`config.mk`:
```
export PLATFORM = sky130hd
export DESIGN_NAME = idctController_flat
export DESIGN_NICKNAME = d
export VERILOG_FILES = /design/src/design/idctPkg.sv /design/src/design/idctOperandIf.sv /design/src/design/idctController.sv /design/src/flat_wrapper.sv
export VERILOG_INCLUDE_DIRS = /design/src /design/src/design
export SDC_FILE = /design/constraint.sdc
export NUM_CORES = 1
export LEC_CHECK = 0
export ABC_AREA = 1
export BUFFER_PORTS_ARGS = -buffer_cell sky130_fd_sc_hd__buf_2
export CAP_MARGIN = 30
export CORE_MARGIN = 8
export CORE_UTILIZATION = 35
export CTS_CLUSTER_SIZE = 12
export DETAILED_ROUTE_END_ITERATION = 8
export SLEW_MARGIN = 5
export SYNTH_ARGS = -nofsm -noshare
export SYNTH_HDL_FRONTEND = slang
export SYNTH_SLANG_ARGS = --single-unit
```
`constraint.sdc`:
```
create_clock -name CLOCK_50_I -period 1.2 [get_ports CLOCK_50_I]
set_input_delay 0.06 -clock CLOCK_50_I [delete_from_list [all_inputs] [get_ports CLOCK_50_I]]
set_output_delay 0.06 -clock CLOCK_50_I [all_outputs]
set_load 0.05 [all_outputs]
```
`src/design/idctMacros.svh`:
```
`ifndef IDCT_MACROS_SVH
`define IDCT_MACROS_SVH

// Block geometry
`define BLOCK_DIM 8
`define BLOCK_WORDS 64
`define LANES 4

// Data widths
`define SAMPLE_W 16
`define WORD_W 32
`define PIXEL_W 8

// Cosine table is Q12
`define COEF_FRAC 12

// Arithmetic right shifts after each matrix pass
`define PASS1_SHIFT 8
`define PASS2_SHIFT 16

`endif

```
`src/design/idctPkg.sv`:
```
`include "idctMacros.svh"

package idctPkg;

	// Controller states
	typedef enum logic [2:0] {
		stIdle,
		stLoad,
		stPass1,
		stPass2,
		stDrain
	} idctState_t;

	// Pass one broadcasts a sample against a coefficient row,
	// pass two broadcasts a coefficient against a row of T
	typedef enum logic [1:0] {
		opIdle,
		opPass1,
		opPass2
	} macOp_t;

	typedef logic signed [`WORD_W-1:0] word_t;
	typedef logic [`PIXEL_W-1:0] pixel_t;

endpackage

```
`src/design/idctOperandIf.sv`:
```
`timescale 1ns/10ps
`include "idctMacros.svh"

interface idctOperandIf;
	import idctPkg::*;

	word_t [`LANES-1:0] sampleLanes;
	word_t [`LANES-1:0] coefLanes;

	// Request control, in step with the read addresses
	logic opValid;
	logic opFirst;
	logic opLast;
	macOp_t op;

	// Same control one cycle later, in step with the read data
	logic opValidQ;
	logic opFirstQ;
	logic opLastQ;
	macOp_t opQ;

	modport ctrlSide (output opValid, opFirst, opLast, op);
	modport bufferSide (input opValid, opFirst, opLast, op,
		output sampleLanes, opValidQ, opFirstQ, opLastQ, opQ);
	modport romSide (input op, output coefLanes);
	modport macSide (input sampleLanes, coefLanes, opValidQ, opFirstQ, opLastQ, opQ);

endinterface

```
`src/design/idctController.sv`:
```
`timescale 1ns/10ps
`include "idctMacros.svh"

module idctController (
	input logic CLOCK_50_I,
	input logic Resetn,
	input logic start,
	input logic inValid,
	input logic outReady,
	output logic inReady,
	output logic outValid,
	output logic done,
	output logic loadWrite,
	output logic [$clog2(`BLOCK_DIM)-1:0] rdRow,
	output logic [$clog2(`BLOCK_DIM)-1:0] rdCol,
	output logic [$clog2(`BLOCK_DIM/`LANES)-1:0] rdGroup,
	output logic [$clog2(`BLOCK_DIM)-1:0] resRow,
	output logic [$clog2(`BLOCK_DIM/`LANES)-1:0] resGroup,
	idctOperandIf.ctrlSide ctrl
);
	import idctPkg::*;

	localparam int IDX_W = $clog2(`BLOCK_DIM);
	localparam int GRP_W = $clog2(`BLOCK_DIM / `LANES);
	// Request to result write: buffer read, product, accumulate
	localparam int RES_LAT = 3;

	idctState_t state;
	logic [$clog2(`BLOCK_WORDS)-1:0] streamIdx;
	logic [IDX_W-1:0] rowIdx;
	logic [GRP_W-1:0] groupIdx;
	logic [IDX_W-1:0] prodIdx;
	logic [$clog2(RES_LAT)-1:0] flushCount;
	logic issuing;
	logic inPass;
	logic reqValid;
	logic [IDX_W-1:0] rowPipe [RES_LAT];
	logic [GRP_W-1:0] groupPipe [RES_LAT];

	assign inPass = (state == stPass1) || (state == stPass2);
	assign inReady = (state == stLoad);
	assign outValid = (state == stDrain);
	assign loadWrite = inValid && inReady;

	assign reqValid = inPass && issuing;
	assign ctrl.opValid = reqValid;
	assign ctrl.opFirst = reqValid && (prodIdx == '0);
	assign ctrl.opLast = reqValid && (&prodIdx);
	assign ctrl.op = (state == stPass1) ? opPass1 : (state == stPass2) ? opPass2 : opIdle;

	// Stream index addresses the block in load and drain
	assign rdRow = inPass ? rowIdx : streamIdx[IDX_W +: IDX_W];
	assign rdCol = inPass ? prodIdx : streamIdx[IDX_W-1:0];
	assign rdGroup = inPass ? groupIdx : '0;

	// Row and group follow each batch through the MAC pipeline
	always_ff @(posedge CLOCK_50_I) begin
		rowPipe[0] <= rowIdx;
		groupPipe[0] <= groupIdx;
		for (int i = 1; i < RES_LAT; i++) begin
			rowPipe[i] <= rowPipe[i-1];
			groupPipe[i] <= groupPipe[i-1];
		end
	end
	assign resRow = rowPipe[RES_LAT-1];
	assign resGroup = groupPipe[RES_LAT-1];

	always_ff @(posedge CLOCK_50_I or negedge Resetn) begin
		if (!Resetn) begin
			state <= stIdle;
			streamIdx <= '0;
			{rowIdx, groupIdx, prodIdx} <= '0;
			flushCount <= '0;
			issuing <= 1'b0;
			done <= 1'b0;
		end else begin
			done <= 1'b0;
			case (state)
				stIdle: begin
					if (start) begin
						streamIdx <= '0;
						state <= stLoad;
					end
				end
				stLoad: begin
					if (loadWrite) begin
						streamIdx <= streamIdx + 1'b1;
						if (&streamIdx) begin
							{rowIdx, groupIdx, prodIdx} <= '0;
							issuing <= 1'b1;
							state <= stPass1;
						end
					end
				end
				stPass1, stPass2: begin
					// Products innermost, then lane groups, then rows
					if (issuing) begin
						{rowIdx, groupIdx, prodIdx} <= {rowIdx, groupIdx, prodIdx} + 1'b1;
						if ((&rowIdx) && (&groupIdx) && (&prodIdx)) begin
							issuing <= 1'b0;
						end
					end else begin
						flushCount <= flushCount + 1'b1;
						if (flushCount == RES_LAT - 1) begin
							flushCount <= '0;
							issuing <= (state == stPass1);
							state <= (state == stPass1) ? stPass2 : stDrain;
						end
					end
				end
				stDrain: begin
					if (outReady) begin
						streamIdx <= streamIdx + 1'b1;
						if (&streamIdx) begin
							done <= 1'b1;
							state <= stIdle;
						end
					end
				end
				default: state <= stIdle;
			endcase
		end
	end

endmodule

```
`src/flat_wrapper.sv`:
```
// flat-port wrapper written by rule: the top's interface ports become plain ports
module idctController_flat import idctPkg::*;
  (CLOCK_50_I, Resetn, start, inValid, outReady, inReady, outValid, done, loadWrite, rdRow, rdCol, rdGroup, resRow, resGroup, ctrl_opValid, ctrl_opFirst, ctrl_opLast, ctrl_op);
  idctOperandIf ctrl_i ();
  input logic CLOCK_50_I;
  input logic Resetn;
  input logic start;
  input logic inValid;
  input logic outReady;
  output logic inReady;
  output logic outValid;
  output logic done;
  output logic loadWrite;
  output logic [$clog2(`BLOCK_DIM)-1:0] rdRow;
  output logic [$clog2(`BLOCK_DIM)-1:0] rdCol;
  output logic [$clog2(`BLOCK_DIM/`LANES)-1:0] rdGroup;
  output logic [$clog2(`BLOCK_DIM)-1:0] resRow;
  output logic [$clog2(`BLOCK_DIM/`LANES)-1:0] resGroup;
  output wire logic [$bits(ctrl_i.opValid)-1:0] ctrl_opValid;
  output wire logic [$bits(ctrl_i.opFirst)-1:0] ctrl_opFirst;
  output wire logic [$bits(ctrl_i.opLast)-1:0] ctrl_opLast;
  output wire logic [$bits(ctrl_i.op)-1:0] ctrl_op;
  assign ctrl_opValid = ctrl_i.opValid;
  assign ctrl_opFirst = ctrl_i.opFirst;
  assign ctrl_opLast = ctrl_i.opLast;
  assign ctrl_op = ctrl_i.op;
  idctController u_core (.CLOCK_50_I(CLOCK_50_I), .Resetn(Resetn), .start(start), .inValid(inValid), .outReady(outReady), .inReady(inReady), .outValid(outValid), .done(done), .loadWrite(loadWrite), .rdRow(rdRow), .rdCol(rdCol), .rdGroup(rdGroup), .resRow(resRow), .resGroup(resGroup), .ctrl(ctrl_i));
endmodule
```
Word-level counts from Yosys, hierarchy flattened

Memories as Yosys holds them, arrays and structs flattened.
Cells that the tools add are included.

RAM bits: 12
Output and inout bits: 20
Memories: 2
Bits in registers: 20
Bits of input ports: 5
Word-level logic and storage cells: 84

Memories:

| name             | words | bits a word | rd ports | clocked after Yosys merged registers in | write ports | RTL line             | text |
|---|---|---|---|---|---|---|---|
| u_core.rowPipe   | 3     | 3           | 3        | 0                                       | 3           | idctController.sv:37 | `logic [IDX_W-1:0] rowPipe [RES_LAT];` |
| u_core.groupPipe | 3     | 1           | 3        | 0                                       | 3           | idctController.sv:38 | `logic [GRP_W-1:0] groupPipe [RES_LAT];` |

Multiplexer cells: 37
Equal/unequal tests: 13
Reduce and logical (&&, ||, !) cells: 20
Bitwise operators: 1
$add $sub $neg: 3

Operators by type and width:

| operator                                              | number |
|---|---|
| 2-to-1 mux 3 bit                                      | 13 |
| 2-to-1 mux 6 bit                                      | 3 |
| one-hot mux 6 bit (3 select lines)                    | 1 |
| 2-to-1 mux 1 bit                                      | 12 |
| one-hot mux 3 bit (2 select lines)                    | 2 |
| one-hot mux 3 bit (4 select lines)                    | 1 |
| inequality test 2 bit, second input constant          | 5 |
| AND reduction 3 bit                                   | 3 |
| AND reduction 4 bit                                   | 2 |
| adder 7 x 1 -> 7 bit, second input constant           | 1 |
| AND reduction 7 bit                                   | 1 |
| adder 6 x 1 -> 6 bit, second input constant           | 1 |
| == test 3 x 2 -> 1 bit, second input constant         | 2 |
| logical AND 1 bit                                     | 6 |
| logical NOT 3 bit                                     | 2 |
| 2-to-1 mux 2 bit                                      | 3 |
| inequality test 2 x 1 -> 1 bit, second input constant | 3 |
| AND reduction 6 bit                                   | 1 |
| one-hot mux 1 bit (2 select lines)                    | 2 |
| == test 3 x 1 -> 1 bit, second input constant         | 1 |
| == test 3 bit, second input constant                  | 1 |
| nonzero test 3 bit                                    | 1 |
| adder 2 x 1 -> 2 bit, second input constant           | 1 |
| == test 2 bit, second input constant                  | 1 |
| 5 further kinds                                       | 5 |

Longest topological paths before layout

Depth after elaboration: 6
Depth in mapped cells: 10
Mapped depth without buffers: 9

Least setup slack after synthesis

No wires, ideal clock.

Kind: register to output
Start: reg u_core.state[2]
End: out rdCol[0]
Slack: -695 ps
Stages on the path, launching flop included: 6
Data required time: 1140 ps
Arrival time: 1835 ps
Path through: dfrtp_1 -> buf_6 -> inv_2 -> nand2_2 -> buf_6 -> o21ai_0

Cells in the longest elaborated chain, start to end: 3
Elaborated cells on any way between the ends: 4

Ends and longest elaborated chain:

| element                | RTL line             | text |
|---|---|---|
| start, declared        | idctController.sv:28 | `idctState_t state;` |
| start signal, assigned | idctController.sv:70 | `state <= stIdle;` |
| start signal, assigned | idctController.sv:82 | `state <= stLoad;` |
| start signal, assigned | idctController.sv:91 | `state <= stPass1;` |
| == test 3 x 2 -> 1 bit | idctController.sv:40 | `assign inPass = (state == stPass1) \|\| (state == stPass2);` |
| logical OR 1 bit *     | idctController.sv:40 |  |
| 2-to-1 mux 3 bit *     | idctController.sv:53 | `assign rdCol = inPass ? prodIdx : streamIdx[IDX_W-1:0];` |
| end, declared          | flat_wrapper.sv:15   | `` output logic [$clog2(`BLOCK_DIM)-1:0] rdCol; `` |

Mark *: on every way between the ends. The rest lies on a longest branch, timed or not.

Worst setup path after layout

Start: reg u_core.state[1]
End: out inReady

Cells in the longest elaborated chain, start to end: 1

Ends and longest elaborated chain:

| element                | RTL line             | text |
|---|---|---|
| == test 3 x 1 -> 1 bit | idctController.sv:41 | `assign inReady = (state == stLoad);` |
| end, declared          | flat_wrapper.sv:10   | `output logic inReady;` |

Every way passes these cells.

==> impl_results.md <==
- Dominant cell type by area after synthesis: dfrtp_1
- Total gr overflow: 0
- Fin worst setup slack: -0.306 ns
- Layout area overhead: 63.7%
- Post-synthesis mux area share: 0%
- Most frequent cells in the layout: 38 x nand2_1, 33 x buf_4, 21 x buf_6
- HPWL Detailed: slightly above 3 mm
- Adder-cell share of the synthesized area: 2.98%
- Final Power: slightly above 2 mW
- Switching Share: a little over a fifth
- Critical path's slowest cell: dfrtp_2
- Synth Area in XOR/XNOR: under 10%
- GRT Total Usage: about 12%
- Core area: around 4700 sq um
- Worst path bufs/invs: 4
- Slew HR: 67.8%
- Gp weighted congestion: around 0.83
- Fin nets: 293
- Grt met1 use: 14.8%
- Placed cell area: approximately 2200 sq um
- Largest net degree at the start of global routing: 21
- ANT nets after route: 0
- Hold Crit Class: input port to flop
- Largest family of logic cells by synthesized area: simple AND/OR/NAND/NOR gates
- Flop-to-flop setup slack: -0.27 ns
- CP Max Fanout: 5
- Area share of and/or/nand/nor cells after synthesis: a little over a third
- Critical path class: flop to primary output
- Ys Warns: 0
- Num CTS Buffers: 5
- Worst path cell trace: buf_6 > nor2_4 > nand2_4 > clkinv_8 > buf_4 > buf_8
- NetSw: 0.453 mW
- Clk Tree Root Cell: clkbuf_8
- WL/cell: approximately 13 um
- Reg2Reg Depth: 10
- Clock Skew: 0.00914 ns
- Post-synthesis register bit count: 32
- Pin slew with the least headroom to its limit: between 0.4 and 0.5 ns
- Period utilisation layout: 126%
- Sequential fraction of the synthesis area: 44.1%
- Die ar.: around 7300 sq um
- Syn avg cell area: about 8 sq um
- Max-cap violations: 0
- Setup TNS: -7.11 ns
- Unrepaired setup endpoints after global routing: true
- Fmax: approximately 660 MHz
- Distinct cells, synth: 26
- Top cells by area, synth: dfrtp_1 30%, dfxtp_1 14%, nand2_1 12%
- Starting density of the core: a little over a third
- Maximum vdd drop: between 0.0007 and 0.0008 V
- Gr busiest metal: met2
- Dpl ws: -0.170 ns
- CP Launch Type: flop
- CTS Buffer Depth: 2
- Via count: around 1600
- Die extent in y: about 85 um
- Pleak: 1.29 nW
- Mapped Nets: 220
- Hold WS: ~0.088 ns
- Clk sinks: 32
- Crit path from: u_core.state[1]
- Global-route wire length before repair: 7.26 mm
- Min Tclk post-route: roughly 1.5 ns
- Clock H-tree levels: 2
- Worst path top cell family by delay: buffers and inverters
- Util after Layout: between 50% and 60%
- Crit path to: inReady
- Failing checks: setup timing
- WP depth: 6
- CTS clk-pin slew, worst paths: approximately 0.080 ns
- First-pass detailed-route iteration total: 4
- Clock latency on the worst-skew pair: about 0.29 ns
- Combinational share of power: 1.3%
- Final Max Slew Viols: 0
- Syn Inst Count: between 200 and 250
- Antenna violations before repair: 0
- Final hold vios: 0
- Site Rows: 25
- 1st-iter DRT viols: 66
- Setup violators final: 34
- RR Endpoint: u_core.rowIdx[0]
- Vias per cell: 4.74
- Chip Width: 85.3 um
- Required @ worst endpoint: between 1 and 1.5 ns
- # placed instances: 314
- Outcome: finished, violations left
- Reg2Reg Launch Point: u_core.state[2]
- Num ports: 25
- Max incr delay on CP: between 0.4 and 0.5 ns
- GRT met3 Usage: ~4.2%
- ANT cells: 0
- Post-route cell area: roughly 2800 sq um
- Mapped Area: 1680 sq um
- Top-area cell type share of the netlist area: between 20 and 30%
- Worst Setup End Kind: primary output
- CTS tree: done
- Most common cell after layout, fill and taps aside: nand2_1
- P_int: roughly 1.6 mW
- Share of post-route cells with drive strength above 1: a little under three fifths
- Worst Path Arrival: between 1 and 1.5 ns
- Post-synthesis compound-gate area fraction: under 10%
- Pwr dens: between 700 and 800 nW/um^2
- Vias in the first global route: between 1500 and 2000
- Port Buffers: 24
- Drt total wl: roughly 4.5 mm
- Post-route insts no fill: approximately 340
- DRC viols: 0
- Clock power frac: about 47%
- GRT met2 Usage: about a fifth
- Sequential Power Share: a little over half
## routing by layer
layer | part of all wire [%] | wire length (um) | vias to the layer above
met1 | 44 | 1990 | 764
met2 | 50 | 2260 | 28
met5 | 0 | 0 | -
li1 | - | - | 806
met3 | 4.3 | 196 | 8
met4 | 1.4 | 63 | 0
## worst min path at each step
stage / slack, ns / end / depth (start not counted) / startpoint
3_5_place_dp: 0.04 / u_core.flushCount[0] / 1 / Resetn
5_1_grt: 0.10 / u_core.done / 3 / outReady
4_1_cts: 0.05 / u_core.done / 3 / outReady
3_3_place_gp: 0.05 / u_core.flushCount[0] / 1 / Resetn
6_report: 0.09 / u_core.done / 3 / outReady
2_1_floorplan: -0.24 / u_core.done / 0 / Resetn
## state kept, by name, summed over array words and instances, names as in the netlist
register / cells
u_core.rowIdx: 3
u_core.issuing: 1
u_core.flushCount: 2
u_core.streamIdx: 6
u_core.rowPipe: 9
u_core.prodIdx: 3
u_core.groupIdx: 1
u_core.done: 1
u_core.groupPipe: 3
u_core.state: 3
## power by group through the flow
stage                     Sequential [mW]  Clock (mW)  Combinational, mW
final                                1.07       0.963             0.0277
after global routing                 1.07        1.04             0.0318
after CTS                            1.07       0.984             0.0268
after detailed placement             1.09           0             0.0241
after global placement               1.09           0             0.0246
after floorplan                      1.09           0            0.00264
## what timing repair did
item	CTS	global route
buffers inserted	11	5
endpoints found under the setup margin	35	35
hold buffers	1	0
pin swaps	8	18
resized for setup	60	35
gates cloned	1	0
hold endpoints to repair	20	0
## final cells by class
class                      instances  area, sq um
clock buffer                       6         93.8
clock inverter                     2         12.5
fill                             395         1940
inverter                          30          138
multi-input combinational        144         1050
sequential                        32          744
tap                               54         67.6
timing repair buffer              71          649
## tightest hold or removal path: stages
cell and delay [ns]:
buf_2 0.11, inv_1 0.11, nor3_2 0.06
## logic make-up after synthesis
logic type / after synthesis
AOI/OAI and AO/OA: 20
xor gates and xnor gates: 3
buffers and inverters: 36
adders and majority gates: 4
and+or+nand+nor: 116
DFF: 32
## cell usage after synthesis
library cell  instances
o21ai_0              11
nor2_4                3
nor2_1               16
inv_1                24
nand2_4               4
buf_6                 3
nand3_1              16
o21ai_1               5
a21oi_1               4
clkinv_2              1
inv_2                 4
buf_4                 3
nor2_8                1
dfrtp_1              20
dfxtp_1              12
nor3_1                1
nor2_2                5
nand2_1              54
xnor2_1               1
xor2_1                2
ha_1                  4
inv_4                 1
nand2_2               8
nand3_2               3
nand4_1               4
nor3b_1               1
(Power assumes the default switching activity.)
